$ cat src/mram_test_pkg.sv
package mram_test_pkg;

    ////////////////////
    // phase timing

    // one counter type shared by all read phases
    typedef logic [5:0] cycle_cnt_t;

    // precharge length in CLK_200 cycles
    localparam int CYCLE_TPRE_DEF  = 2;

    // read strobe length, r_clk high for this many cycles
    localparam int CYCLE_TREAD_DEF = 4;

    // read-out hold length
    // keep above 2 so the macro outputs settle before capture
    localparam int CYCLE_TRONA_DEF = 3;

    ////////////////////
    // record store

    // records held between sequencer and packer
    // also the number of read credits after reset
    localparam int FIFO_DEPTH_DEF  = 4;

    ////////////////////
    // encodings and payloads

    // read sequencer phases
    typedef enum logic [1:0] {
        PH_IDLE  = 2'd0,
        PH_TPRE  = 2'd1,
        PH_TREAD = 2'd2,
        PH_TRONA = 2'd3
    } read_phase_e;

    // one sampled read of the macro
    // msb first, matches the raw {err_bit_addr, err_code, do} word
    typedef struct packed {
        // bit position flagged by the ecc decoder
        logic [3:0] err_bit_addr;
        // ecc status code from the macro
        logic [1:0] err_code;
        // corrected read data
        logic [7:0] data;
    } mram_record_t;

    // one byte handed to the uart transmitter
    typedef logic [7:0] uart_byte_t;

endpackage

$ cat src/mram_read_seq.sv
`timescale 1ns/1ps

module mram_read_seq
    import mram_test_pkg::*;
#(
    parameter int CYCLE_TPRE  = CYCLE_TPRE_DEF,
    parameter int CYCLE_TREAD = CYCLE_TREAD_DEF,
    parameter int CYCLE_TRONA = CYCLE_TRONA_DEF,
    parameter int FIFO_DEPTH  = FIFO_DEPTH_DEF
) (
    input  logic         CLK_200,
    input  logic         Rst_n,
    // read request, honoured only in idle with a credit
    input  logic         rd_trigger_i,
    // macro outputs
    input  uart_byte_t   do_i,
    input  logic [1:0]   err_code_i,
    input  logic [3:0]   err_bit_addr_i,
    // one pulse per record leaving the fifo
    input  logic         credit_return_i,
    // macro pins
    output logic         en_o,
    output logic         r_clk_o,
    output logic         mux_en_o,
    // record handoff to the fifo
    output logic         capture_valid_o,
    output mram_record_t capture_rec_o
);

    // enough bits to hold a full set of credits
    localparam int CRED_W = $clog2(FIFO_DEPTH + 1);

    read_phase_e        phase_q;
    read_phase_e        phase_nxt;
    cycle_cnt_t         cnt_q;
    cycle_cnt_t         cnt_last;
    logic               phase_done;
    logic               rd_start;
    logic               cap_now;
    logic [CRED_W-1:0]  credit_q;
    logic               has_credit;

    ////////////////////
    // phase control

    // last count value of the current phase
    always_comb begin
        case (phase_q)
            PH_TPRE:  cnt_last = cycle_cnt_t'(CYCLE_TPRE - 1);
            PH_TREAD: cnt_last = cycle_cnt_t'(CYCLE_TREAD - 1);
            PH_TRONA: cnt_last = cycle_cnt_t'(CYCLE_TRONA - 1);
            default:  cnt_last = '0;
        endcase
    end

    assign phase_done = (phase_q != PH_IDLE) && (cnt_q == cnt_last);
    assign has_credit = (credit_q != '0);
    // start only when the fifo is sure to have room
    assign rd_start   = (phase_q == PH_IDLE) && rd_trigger_i && has_credit;
    // last hold cycle
    assign cap_now    = (phase_q == PH_TRONA) && phase_done;

    always_comb begin
        phase_nxt = phase_q;
        case (phase_q)
            PH_IDLE: begin
                if (rd_start) phase_nxt = PH_TPRE;
            end
            PH_TPRE: begin
                if (phase_done) phase_nxt = PH_TREAD;
            end
            PH_TREAD: begin
                if (phase_done) phase_nxt = PH_TRONA;
            end
            PH_TRONA: begin
                if (phase_done) phase_nxt = PH_IDLE;
            end
            default: begin
                phase_nxt = PH_IDLE;
            end
        endcase
    end

    always_ff @(posedge CLK_200 or negedge Rst_n) begin
        if (!Rst_n) begin
            phase_q <= PH_IDLE;
            cnt_q   <= '0;
        end else begin
            phase_q <= phase_nxt;
            // counter restarts at every phase boundary
            if (phase_q == PH_IDLE || phase_done) begin
                cnt_q <= '0;
            end else begin
                cnt_q <= cnt_q + 1'b1;
            end
        end
    end

    ////////////////////
    // macro pins

    // decoded straight from the phase register
    assign en_o     = (phase_q != PH_IDLE);
    assign r_clk_o  = (phase_q == PH_TREAD);
    // idle indicator
    assign mux_en_o = (phase_q == PH_IDLE);

    ////////////////////
    // capture

    always_ff @(posedge CLK_200 or negedge Rst_n) begin
        if (!Rst_n) begin
            capture_valid_o <= 1'b0;
        end else begin
            capture_valid_o <= cap_now;
        end
    end

    // sample the macro outputs as they stand in the last hold cycle
    always_ff @(posedge CLK_200) begin
        if (cap_now) begin
            capture_rec_o.err_bit_addr <= err_bit_addr_i;
            capture_rec_o.err_code     <= err_code_i;
            capture_rec_o.data         <= do_i;
        end
    end

    ////////////////////
    // credits

    // spent at capture so the count is current by the next idle cycle
    always_ff @(posedge CLK_200 or negedge Rst_n) begin
        if (!Rst_n) begin
            credit_q <= CRED_W'(FIFO_DEPTH);
        end else begin
            case ({cap_now, credit_return_i})
                2'b10:   credit_q <= credit_q - 1'b1;
                2'b01:   credit_q <= credit_q + 1'b1;
                // spend and return together cancel
                default: credit_q <= credit_q;
            endcase
        end
    end

endmodule

$ cat src/mram_test_top.sv
`timescale 1ns/1ps

module mram_test_top
    import mram_test_pkg::*;
#(
    parameter int CYCLE_TPRE  = CYCLE_TPRE_DEF,
    parameter int CYCLE_TREAD = CYCLE_TREAD_DEF,
    parameter int CYCLE_TRONA = CYCLE_TRONA_DEF,
    parameter int FIFO_DEPTH  = FIFO_DEPTH_DEF
) (
    input  logic         CLK_200,
    input  logic         Rst_n,
    input  logic         rd_trigger_i,
    // macro outputs
    input  uart_byte_t   do_i,
    input  logic [1:0]   err_code_i,
    input  logic [3:0]   err_bit_addr_i,
    // uart side
    input  logic         tx_done_i,
    // macro pins
    output logic         en_o,
    output logic         r_clk_o,
    output logic         mux_en_o,
    output logic         tx_start_o,
    output uart_byte_t   tx_byte_o
);

    // sequencer to fifo
    logic           capture_valid;
    mram_record_t   capture_rec;
    logic           credit_return;
    // fifo to packer
    mram_record_t   fifo_rec;
    logic           fifo_rec_valid;
    logic           pop;

    ////////////////////
    // read sequencer

    mram_read_seq #(
        .CYCLE_TPRE  (CYCLE_TPRE),
        .CYCLE_TREAD (CYCLE_TREAD),
        .CYCLE_TRONA (CYCLE_TRONA),
        // credit count must match the fifo depth
        .FIFO_DEPTH  (FIFO_DEPTH)
    ) u_read_seq (
        .CLK_200         (CLK_200),
        .Rst_n           (Rst_n),
        .rd_trigger_i    (rd_trigger_i),
        .do_i            (do_i),
        .err_code_i      (err_code_i),
        .err_bit_addr_i  (err_bit_addr_i),
        .credit_return_i (credit_return),
        .en_o            (en_o),
        .r_clk_o         (r_clk_o),
        .mux_en_o        (mux_en_o),
        .capture_valid_o (capture_valid),
        .capture_rec_o   (capture_rec)
    );

    ////////////////////
    // record store

    record_fifo #(
        .DEPTH (FIFO_DEPTH)
    ) u_fifo (
        .CLK_200         (CLK_200),
        .Rst_n           (Rst_n),
        .push_i          (capture_valid),
        .push_rec_i      (capture_rec),
        .pop_i           (pop),
        .rec_o           (fifo_rec),
        .rec_valid_o     (fifo_rec_valid),
        .credit_return_o (credit_return)
    );

    ////////////////////
    // uart packer

    uart_record_packer u_packer (
        .CLK_200     (CLK_200),
        .Rst_n       (Rst_n),
        .rec_i       (fifo_rec),
        .rec_valid_i (fifo_rec_valid),
        .tx_done_i   (tx_done_i),
        .pop_o       (pop),
        .tx_start_o  (tx_start_o),
        .tx_byte_o   (tx_byte_o)
    );

endmodule

$ cat src/record_fifo.sv
`timescale 1ns/1ps

module record_fifo
    import mram_test_pkg::*;
#(
    parameter int DEPTH = FIFO_DEPTH_DEF
) (
    input  logic         CLK_200,
    input  logic         Rst_n,
    // write side, room is guaranteed by the sequencer credits
    input  logic         push_i,
    input  mram_record_t push_rec_i,
    // read side
    input  logic         pop_i,
    output mram_record_t rec_o,
    output logic         rec_valid_o,
    // one pulse per record removed
    output logic         credit_return_o
);

    // pointer and count widths
    // a depth of 1 still needs a one bit pointer
    localparam int PTR_W = (DEPTH > 1) ? $clog2(DEPTH) : 1;
    localparam int CNT_W = $clog2(DEPTH + 1);

    mram_record_t       mem [DEPTH];
    logic [PTR_W-1:0]   wr_ptr;
    logic [PTR_W-1:0]   rd_ptr;
    logic [CNT_W-1:0]   count;
    logic               pop_ok;

    // circular advance, works for any depth
    function automatic logic [PTR_W-1:0] ptr_inc(input logic [PTR_W-1:0] p);
        logic [PTR_W-1:0] nxt;
        if (p == PTR_W'(DEPTH - 1)) begin
            nxt = '0;
        end else begin
            nxt = p + 1'b1;
        end
        return nxt;
    endfunction

    ////////////////////
    // status

    assign rec_valid_o     = (count != '0);
    // ignore a pop on an empty store
    assign pop_ok          = pop_i && rec_valid_o;
    // credit goes back in the same cycle as the pop
    assign credit_return_o = pop_ok;

    // head record, valid while rec_valid_o is high
    assign rec_o = mem[rd_ptr];

    ////////////////////
    // storage

    always_ff @(posedge CLK_200) begin
        if (push_i) begin
            mem[wr_ptr] <= push_rec_i;
        end
    end

    always_ff @(posedge CLK_200 or negedge Rst_n) begin
        if (!Rst_n) begin
            wr_ptr <= '0;
            rd_ptr <= '0;
            count  <= '0;
        end else begin
            if (push_i) begin
                wr_ptr <= ptr_inc(wr_ptr);
            end
            if (pop_ok) begin
                rd_ptr <= ptr_inc(rd_ptr);
            end
            // occupancy
            case ({push_i, pop_ok})
                2'b10:   count <= count + 1'b1;
                2'b01:   count <= count - 1'b1;
                default: count <= count;
            endcase
        end
    end

endmodule

$ cat src/uart_record_packer.sv
`timescale 1ns/1ps

module uart_record_packer
    import mram_test_pkg::*;
(
    input  logic         CLK_200,
    input  logic         Rst_n,
    // head of the record fifo
    input  mram_record_t rec_i,
    input  logic         rec_valid_i,
    // uart handshake
    input  logic         tx_done_i,
    output logic         pop_o,
    output logic         tx_start_o,
    output uart_byte_t   tx_byte_o
);

    // packer states
    typedef enum logic [1:0] {
        PK_IDLE = 2'd0,
        PK_POP  = 2'd1,
        PK_SEND = 2'd2
    } pk_state_e;

    pk_state_e      state_q;
    mram_record_t   hold_rec;
    // low for the data byte, high for the ecc byte
    logic           ecc_sel;
    logic           byte_done;

    // a done in the same cycle as our start belongs to nothing
    assign byte_done = tx_done_i && !tx_start_o;

    ////////////////////
    // byte select

    // ecc byte is {err_bit_addr, 2'b00, err_code}
    assign tx_byte_o = ecc_sel ? {hold_rec.err_bit_addr, 2'b00, hold_rec.err_code}
                               : hold_rec.data;

    ////////////////////
    // control

    always_ff @(posedge CLK_200 or negedge Rst_n) begin
        if (!Rst_n) begin
            state_q    <= PK_IDLE;
            pop_o      <= 1'b0;
            tx_start_o <= 1'b0;
            ecc_sel    <= 1'b0;
        end else begin
            // strobes last one cycle
            pop_o      <= 1'b0;
            tx_start_o <= 1'b0;
            case (state_q)
                PK_IDLE: begin
                    // nothing in flight, take the head record
                    if (rec_valid_i) begin
                        pop_o   <= 1'b1;
                        state_q <= PK_POP;
                    end
                end
                PK_POP: begin
                    // head is latched this cycle, data byte goes next
                    ecc_sel    <= 1'b0;
                    tx_start_o <= 1'b1;
                    state_q    <= PK_SEND;
                end
                PK_SEND: begin
                    if (byte_done) begin
                        if (!ecc_sel) begin
                            // data byte out, now the ecc byte
                            ecc_sel    <= 1'b1;
                            tx_start_o <= 1'b1;
                        end else begin
                            // both bytes out
                            ecc_sel <= 1'b0;
                            state_q <= PK_IDLE;
                        end
                    end
                end
                default: begin
                    state_q <= PK_IDLE;
                end
            endcase
        end
    end

    // record copy for the two byte sends
    always_ff @(posedge CLK_200) begin
        if (state_q == PK_POP) begin
            hold_rec <= rec_i;
        end
    end

endmodule
$ cat config.mk
export PLATFORM = sky130hd
export DESIGN_NAME = mram_test_top
export DESIGN_NICKNAME = d
export VERILOG_FILES = /design/src/mram_test_pkg.sv /design/src/mram_read_seq.sv /design/src/mram_test_top.sv /design/src/record_fifo.sv /design/src/uart_record_packer.sv
export SDC_FILE = /design/constraint.sdc
export NUM_CORES = 1
export LEC_CHECK = 0
export BUFFER_PORTS_ARGS = -buffer_cell sky130_fd_sc_hd__buf_2
export CORE_MARGIN = 2
export CORE_UTILIZATION = 59
export CTS_CLUSTER_DIAMETER = 40
export DETAILED_ROUTE_END_ITERATION = 8
export PLACE_DENSITY_LB_ADDON = 0.15
export SETUP_SLACK_MARGIN = 0.3
export SLEW_MARGIN = 15
export SYNTH_ARGS = -nofsm -noshare
export SYNTH_HDL_FRONTEND = slang
export SYNTH_SLANG_ARGS = --single-unit
$ cat constraint.sdc
create_clock -name CLK_200 -period 2.76 [get_ports CLK_200]
set_input_delay 0.69 -clock CLK_200 [delete_from_list [all_inputs] [get_ports CLK_200]]
set_output_delay 0.69 -clock CLK_200 [all_outputs]
set_load 0.02 [all_outputs]
=== Word level (Yosys, flattened, before mapping) ===
Memory sizes are Yosys's and may differ from the RTL's. A register that Yosys moved wholly into a read port is not among the register bits.
Cells that the tools add are included.

* Add/subtract/negate cells: 7
* Multipliers: 0
* Divide/modulo/power cells: 0
* Magnitude comparators: 0
* Equal/unequal tests: 19
* Shift-type cells: 0
* Multiplexer cells: 25
* Bitwise logic cells: 0
* Reductions and logical operators: 19

{| class="wikitable"
|+ Operators by type and width
! cell !! number
|-
| 2-bit two-way mux || 9
|-
| 2-bit == test (second input constant) || 7
|-
| 2-bit by 1-bit inequality test with 1-bit output (second input constant) || 6
|-
| 2-bit case mux with 3 select lines || 2
|-
| 3-bit case mux with 2 select lines || 2
|-
| 2-bit by 1-bit == test with 1-bit output (second input constant) || 4
|-
| 8-bit two-way mux || 1
|-
| 2-bit case mux with 4 select lines || 1
|-
| 2-bit nonzero test || 4
|-
| 1-bit two-way mux || 7
|-
| 3-bit by 1-bit adder with 3-bit output (second input constant) || 2
|-
| 6-bit by 1-bit adder with 6-bit output (second input constant) || 1
|-
| 6-bit by 2-bit == test with 1-bit output || 1
|-
| 1-bit logical AND || 6
|-
| 6-bit two-way mux || 1
|-
| 3-bit nonzero test || 2
|-
| 3-bit by 1-bit subtractor with 3-bit output (second input constant) || 2
|-
| 2-bit by 1-bit adder with 2-bit output (second input constant) || 2
|-
| 2-bit zero test || 2
|-
| 1-bit case mux with 2 select lines || 2
|-
| 4-bit AND reduction || 1
|-
| 3-bit AND reduction || 1
|-
| 2-bit inequality test (second input constant) || 1
|-
| 2-bit AND reduction || 1
|-
| other kinds (2) || 2
|}

* Flip-flop bits (word level): 38
* Bits in latches: 0
* RAM bits: 56
* Memory bits (read-only): 0
* Input port bits: 18
* Output and inout bits: 12
* Word-level logic and storage cells: 85
* Memories: 1

{| class="wikitable"
|+ Memories
! memory !! words !! width !! read ports !! clocked after Yosys merged registers in !! wr ports !! RTL line !! RTL
|-
| u_fifo.mem || 4 || 14 || 1 || 1 || 1 || record_fifo.sv:26 || <nowiki>mram_record_t mem [DEPTH];</nowiki>
|}

=== Depth between registers and ports, before layout ===
* Depth after elaboration: 7
* Gate-level depth with buffers: 10

=== Cells and area by module ===
A second synthesis with hierarchy kept.

* Cells, all modules: 233
* Area, all modules: 4389.2 µm²

{| class="wikitable"
|+ By module, submodules not included
! module !! instances !! cells an instance !! area an instance (µm²)
|-
| record_fifo || 1 || 112 || 2481.1
|-
| mram_read_seq || 1 || 74 || 1077.3
|-
| uart_record_packer || 1 || 47 || 830.8
|}

=== Worst setup path after synthesis ===
No wires, ideal clock.

* Path type: register to register
* Start point: reg u_read_seq.cnt_q[3]
* End point: reg u_read_seq.credit_q[1]
* Setup time: 0.125 ns
* Arrival: 2.380 ns
* Required time: 2.635 ns
* Path slack: 0.255 ns
* Stages on the path, launching flop included: 7
* Path buffers: 0
* Clock period less this slack: 2.505 ns
* Cells stage by stage: dfrtp_1 or4_4 or4_1 ha_1 inv_1 fa_1 mux2_2

* Longest elaborated chain between the ends: 5
* Elaborated cells between the ends (all ways): 7

{| class="wikitable"
|+ Ends and longest elaborated chain
! what !! RTL line !! RTL
|-
| from (decl) || mram_read_seq.sv:35 || <nowiki>cycle_cnt_t cnt_q;</nowiki>
|-
| from (signal assigned) || mram_read_seq.sv:94 || <nowiki>cnt_q <= cnt_q + 1'b1;</nowiki>
|-
| 6-bit by 2-bit == test with 1-bit output (*) || mram_read_seq.sv:56 || <nowiki>assign phase_done = (phase_q != PH_IDLE) && (cnt_q == cnt_last);</nowiki>
|-
| 1-bit logical AND (*) || mram_read_seq.sv:56 ||
|-
| 1-bit logical AND (*) || mram_read_seq.sv:61 || <nowiki>assign cap_now = (phase_q == PH_TRONA) && phase_done;</nowiki>
|-
| 2-bit by 1-bit == test with 1-bit output / 2-bit == test (equally long branches) || mram_read_seq.sv:136 || <nowiki>case ({cap_now, credit_return_i})</nowiki>
|-
| 3-bit case mux with 2 select lines / 2-bit nonzero test (equally long branches) || - ||
|-
| to (signal assigned) || mram_read_seq.sv:137 || <nowiki>2'b10: credit_q <= credit_q - 1'b1;</nowiki>
|-
| to (signal assigned) || mram_read_seq.sv:138 || <nowiki>2'b01: credit_q <= credit_q + 1'b1;</nowiki>
|-
| to (signal assigned) || mram_read_seq.sv:140 || <nowiki>default: credit_q <= credit_q;</nowiki>
|-
| to (decl) || mram_read_seq.sv:40 || <nowiki>logic [CRED_W-1:0] credit_q;</nowiki>
|}

Mark *: on every way between the ends. The rest lies on a longest branch, timed or not.
A chain may end at the register's enable or synchronous reset.

=== Worst setup path after layout ===
* Start point: reg u_read_seq.phase_q[1]
* End point: reg u_read_seq.credit_q[1]

* Longest elaborated chain between the ends: 7
* Elaborated cells between the ends (all ways): 12

{| class="wikitable"
|+ Ends and longest elaborated chain
! what !! RTL line !! RTL
|-
| from (decl) || mram_read_seq.sv:33 || <nowiki>read_phase_e phase_q;</nowiki>
|-
| from (signal assigned) || mram_read_seq.sv:89 || <nowiki>phase_q <= phase_nxt;</nowiki>
|-
| 2-bit == test / 2-bit by 1-bit == test with 1-bit output (equally long branches) || mram_read_seq.sv:48 || <nowiki>case (phase_q)</nowiki>
|-
| 2-bit case mux with 3 select lines (*) || mram_read_seq.sv:48 ||
|-
| via u_read_seq.cnt_last[0] || mram_read_seq.sv:36 || <nowiki>cycle_cnt_t cnt_last;</nowiki>
|-
| 6-bit by 2-bit == test with 1-bit output (*) || mram_read_seq.sv:56 ||
|-
| 1-bit logical AND (*) || mram_read_seq.sv:56 ||
|-
| 1-bit logical AND (*) || mram_read_seq.sv:61 ||
|-
| 2-bit by 1-bit == test with 1-bit output / 2-bit == test (equally long branches) || mram_read_seq.sv:136 ||
|-
| 3-bit case mux with 2 select lines / 2-bit nonzero test (equally long branches) || - ||
|}

The timed path passes the listed nets; every way through them passes the cells marked *.

==> results.toml <==
[global_routing]
grt_pass1_vias = 2056
grt_max_degree = 25
grt_util_met1_pct = 22.4
grt-ovfl-total = 0
grt_pass1_wl_mm = 9.97
top_usage_layer = "met2"
track_usage_pct = 17.8
gr-usage-met2_pct = 29.3
gr-usage-met3_pct = 5.26
antenna_found_initial = 0

[setup_path]
critPathMostFrequentCell = "ha_4"
critPathArrivalTime_ps = 2690
cp_cell_sequence = "inv_2 > ha_4 > xor2_1 > or4_4 > ha_4 > inv_1 > fa_1 > mux2_2"
crit_type = "register to register"
cpPeakStageDelay_ps = 520
crit_path_top_delay_cell = "or4_4"
critPathMaxFanout = 2
r2r_slack_ps = 320
worst-path-buf-inv = 2
required_ps = 3010
cp_top_family = "adder cells"
crit_path_end_kind = "register"
crit_path_start_kind = "register"

[logic_synthesis]
synth.cells.most_frequent = "84 x edfxtp_1, 23 x dfrtp_1, 16 x ha_1"
syn_area_um2 = 4270
synth_top_cell_by_area = "edfxtp_1"
yosys.area.top_type_share_pct = 59.1
yosysSeqAreaShare_pct = 73.1
synth_xor_area_share_pct = 2.26
synthCells = 232
synth.most_common_cell = "edfxtp_1"
synthAdderAreaFrac_pct = 5.62
synth_edf_count = 84
syn-num-nets = 268
synth-seq-cells = 108
synth_top_family_by_area = "multiplexers"
synthFlopType = "edfxtp_1"
synthSimpleGateAreaFrac_pct = 4.51
synth.area.mux_share_pct = 10.6
synth_compound_area_share_pct = 2.02
yosys_warnings = 0
async_reset_ff_share_pct = 22.2
syn_avg_cell_area_um2 = 18.4
ys_types = 34
synth_top_cells_by_area = "edfxtp_1 59%, dfrtp_1 13%, mux4_2 7.4%"

[clock_network]
clk_latency_ps = 360
clockBufferDepth = 2
htree_levels = 3
numCtsBuffers = 9
cts_tree = "yes"
cts_root_buffer = "clkbuf_8"
clkSlewWorstSetupHoldPaths_ps = 100
cts.sinks = 108

[timing]
fin_crit_ps = 2440
skew_ps = 7.70
drv_slew = 0
slew_headroom_pct = 47.3
worst_slew_pin_slew_ps = 790
fin_setup_tns_ps = 0
fmax_ghz = 0.410
post-route-period-util_pct = 88.3
final-hold-violation-count = 0
rsz0062_at_grt = "true"
setup_viol = 0
holdWs_ps = 301

[finish]
drive_above_1_share_pct = 30.7
syn_to_final_growth_pct = 13.4
nets = 311
seq_area_um2 = 3120
multi_input_area_um2 = 1110
n_fill_cell = 502
n_antenna_cell = 0

[drt]
drtPass1Iterations = 4
post_drt_wl_per_cell_um = 16.9
drtIter0Drc = 64
via_per_inst = 5.27
via_count = 1997
drc = 0
drt_wl_total_mm = 6.42
antenna_left = 0

[pwr]
leakage_nw = 1.82
ir_worst_vdd_mv = 0.338
power_density_nw_per_um2 = 579

[die]
core_um2 = 7140
ios = 30
die_area_um2 = 7940
die_y_um = 89.1
placement_rows = 31
die_w_um = 89.1
start_util_pct = 59.9

[min_path]
hp-class = "input pin to asynchronous set/reset pin"

[run_status]
status = "finished clean"

[flow_run]
maxCapViolCount = 0

[placement]
port_buffers = 29
gp_congestion = 0.713
hpwl_mm = 3.93
[worst reg2reg max path, cell delays in order, from the launching register on]
cell     delay [ps]
dfrtp_1         410
inv_2           100
ha_4            210
xor2_1          170
or4_4           520
ha_4            180
inv_1            60
fa_1            410
mux2_2          280
[metal layers]
layer	part of all wire [%]	vias to the layer above	routed length (um)
met3	2.6	9	170
met1	44	1005	2800
met2	52	29	3350
met5	0	-	0
li1	-	954	-
met4	1.5	0	97
[metrics by stage]
stage | cell area, um^2 | utilization (%) | power [W] | instances | worst slack [ps]
after floorplan | 4290 | - | 0.00177 | 232 | 349
after global placement | 4560 | 63.8 | 0.00179 | 358 | 307
after detailed placement | 4560 | 63.8 | 0.00179 | 358 | 229
after CTS | 4800 | 67.3 | 0.00283 | 377 | 300
after global routing | 4840 | 67.9 | 0.00289 | 379 | 256
final | 4840 | 67.9 | 0.00281 | 379 | 324
[what timing repair did]
item | in CTS | in global routing
endpoints found under the setup margin | 1 | 1
hold buffers | 0 | 0
setup buffers | 3 | 2
resized for setup | 0 | 5
[cells by family after synthesis]
group	Yosys count
AOI/OAI and AO/OA	12
and+or+nand+nor	37
muxes	26
adders and majority gates	18
xor gates and xnor gates	11
DFF	108
buffers and inverters	20
[placed cells by master, fill, tap and decap left out, drive strengths merged, types with 2 or more instances in the layout]
| cell type | count |
|---|---|
| edfxtp | 84 |
| nand2b | 2 |
| mux4 | 14 |
| fa | 2 |
| clkbuf | 10 |
| nor3 | 3 |
| or3 | 2 |
| inv | 17 |
| bufinv | 2 |
| buf | 37 |
| o21ai | 5 |
| ha | 16 |
| nand2 | 5 |
| dfrtp | 23 |
| mux2 | 11 |
| nor2 | 10 |
| xnor2 | 4 |
| or4 | 2 |
| and2 | 4 |
| nor2b | 4 |
| xor2 | 7 |
| nand3 | 3 |
[final timing paths]
| check | cells past startpoint | end | from |
|---|---|---|---|
| min reg2reg | 1 | u_fifo.count[2]$_DFFE_PN0P_ | u_fifo.count[2]$_DFFE_PN0P_ |
| max in group asynchronous | 1 | u_read_seq.capture_valid_o$_DFF_PN0_ | Rst_n |
| min in group CLK_200 | 1 | u_fifo.count[2]$_DFFE_PN0P_ | u_fifo.count[2]$_DFFE_PN0P_ |
| max reg2reg | 8 | u_read_seq.credit_q[1]$_DFFE_PN0P_ | u_read_seq.phase_q[1]$_DFFE_PN0P_ |
| max | 8 | u_read_seq.credit_q[1]$_DFFE_PN0P_ | u_read_seq.phase_q[1]$_DFFE_PN0P_ |
| min | 1 | u_packer.state_q[0]$_DFFE_PN0P_ | Rst_n |
[final cells by class]
class / count / share of cell area [%]
Multi-Input combinational cell: 104 / 22.9
Inverter: 15 / 1.16
Sequential cell: 108 / 64.5
Clock inverter: 6 / 1.99
Tap cell: 99 / 2.56
Timing Repair Buffer: 37 / 4.24
Clock buffer: 10 / 2.63
[where the power goes]
| part | internal (W) | switching [W] | leakage (nW) | total, W |
|---|---|---|---|---|
| Sequential | 0.00173 | 0 | 1.09 | 0.00173 |
| Combinational | 0.00000865 | 0.0000105 | 0.622 | 0.0000191 |
| Clock | 0.000523 | 0.000530 | 0.109 | 0.00105 |
[flip-flops by register name, indices dropped and copies added (netlist names), 2 cells and up]
| name | count |
|---|---|
| u_fifo.mem | 56 |
| u_read_seq.credit_q | 3 |
| u_fifo.wr_ptr | 2 |
| u_read_seq.capture_rec_o | 14 |
| u_read_seq.phase_q | 2 |
| u_fifo.count | 3 |
| u_read_seq.cnt_q | 6 |
| u_packer.state_q | 2 |
| u_packer.hold_rec | 14 |
| u_fifo.rd_ptr | 2 |
Note: power is estimated with default switching activity, not from simulation.
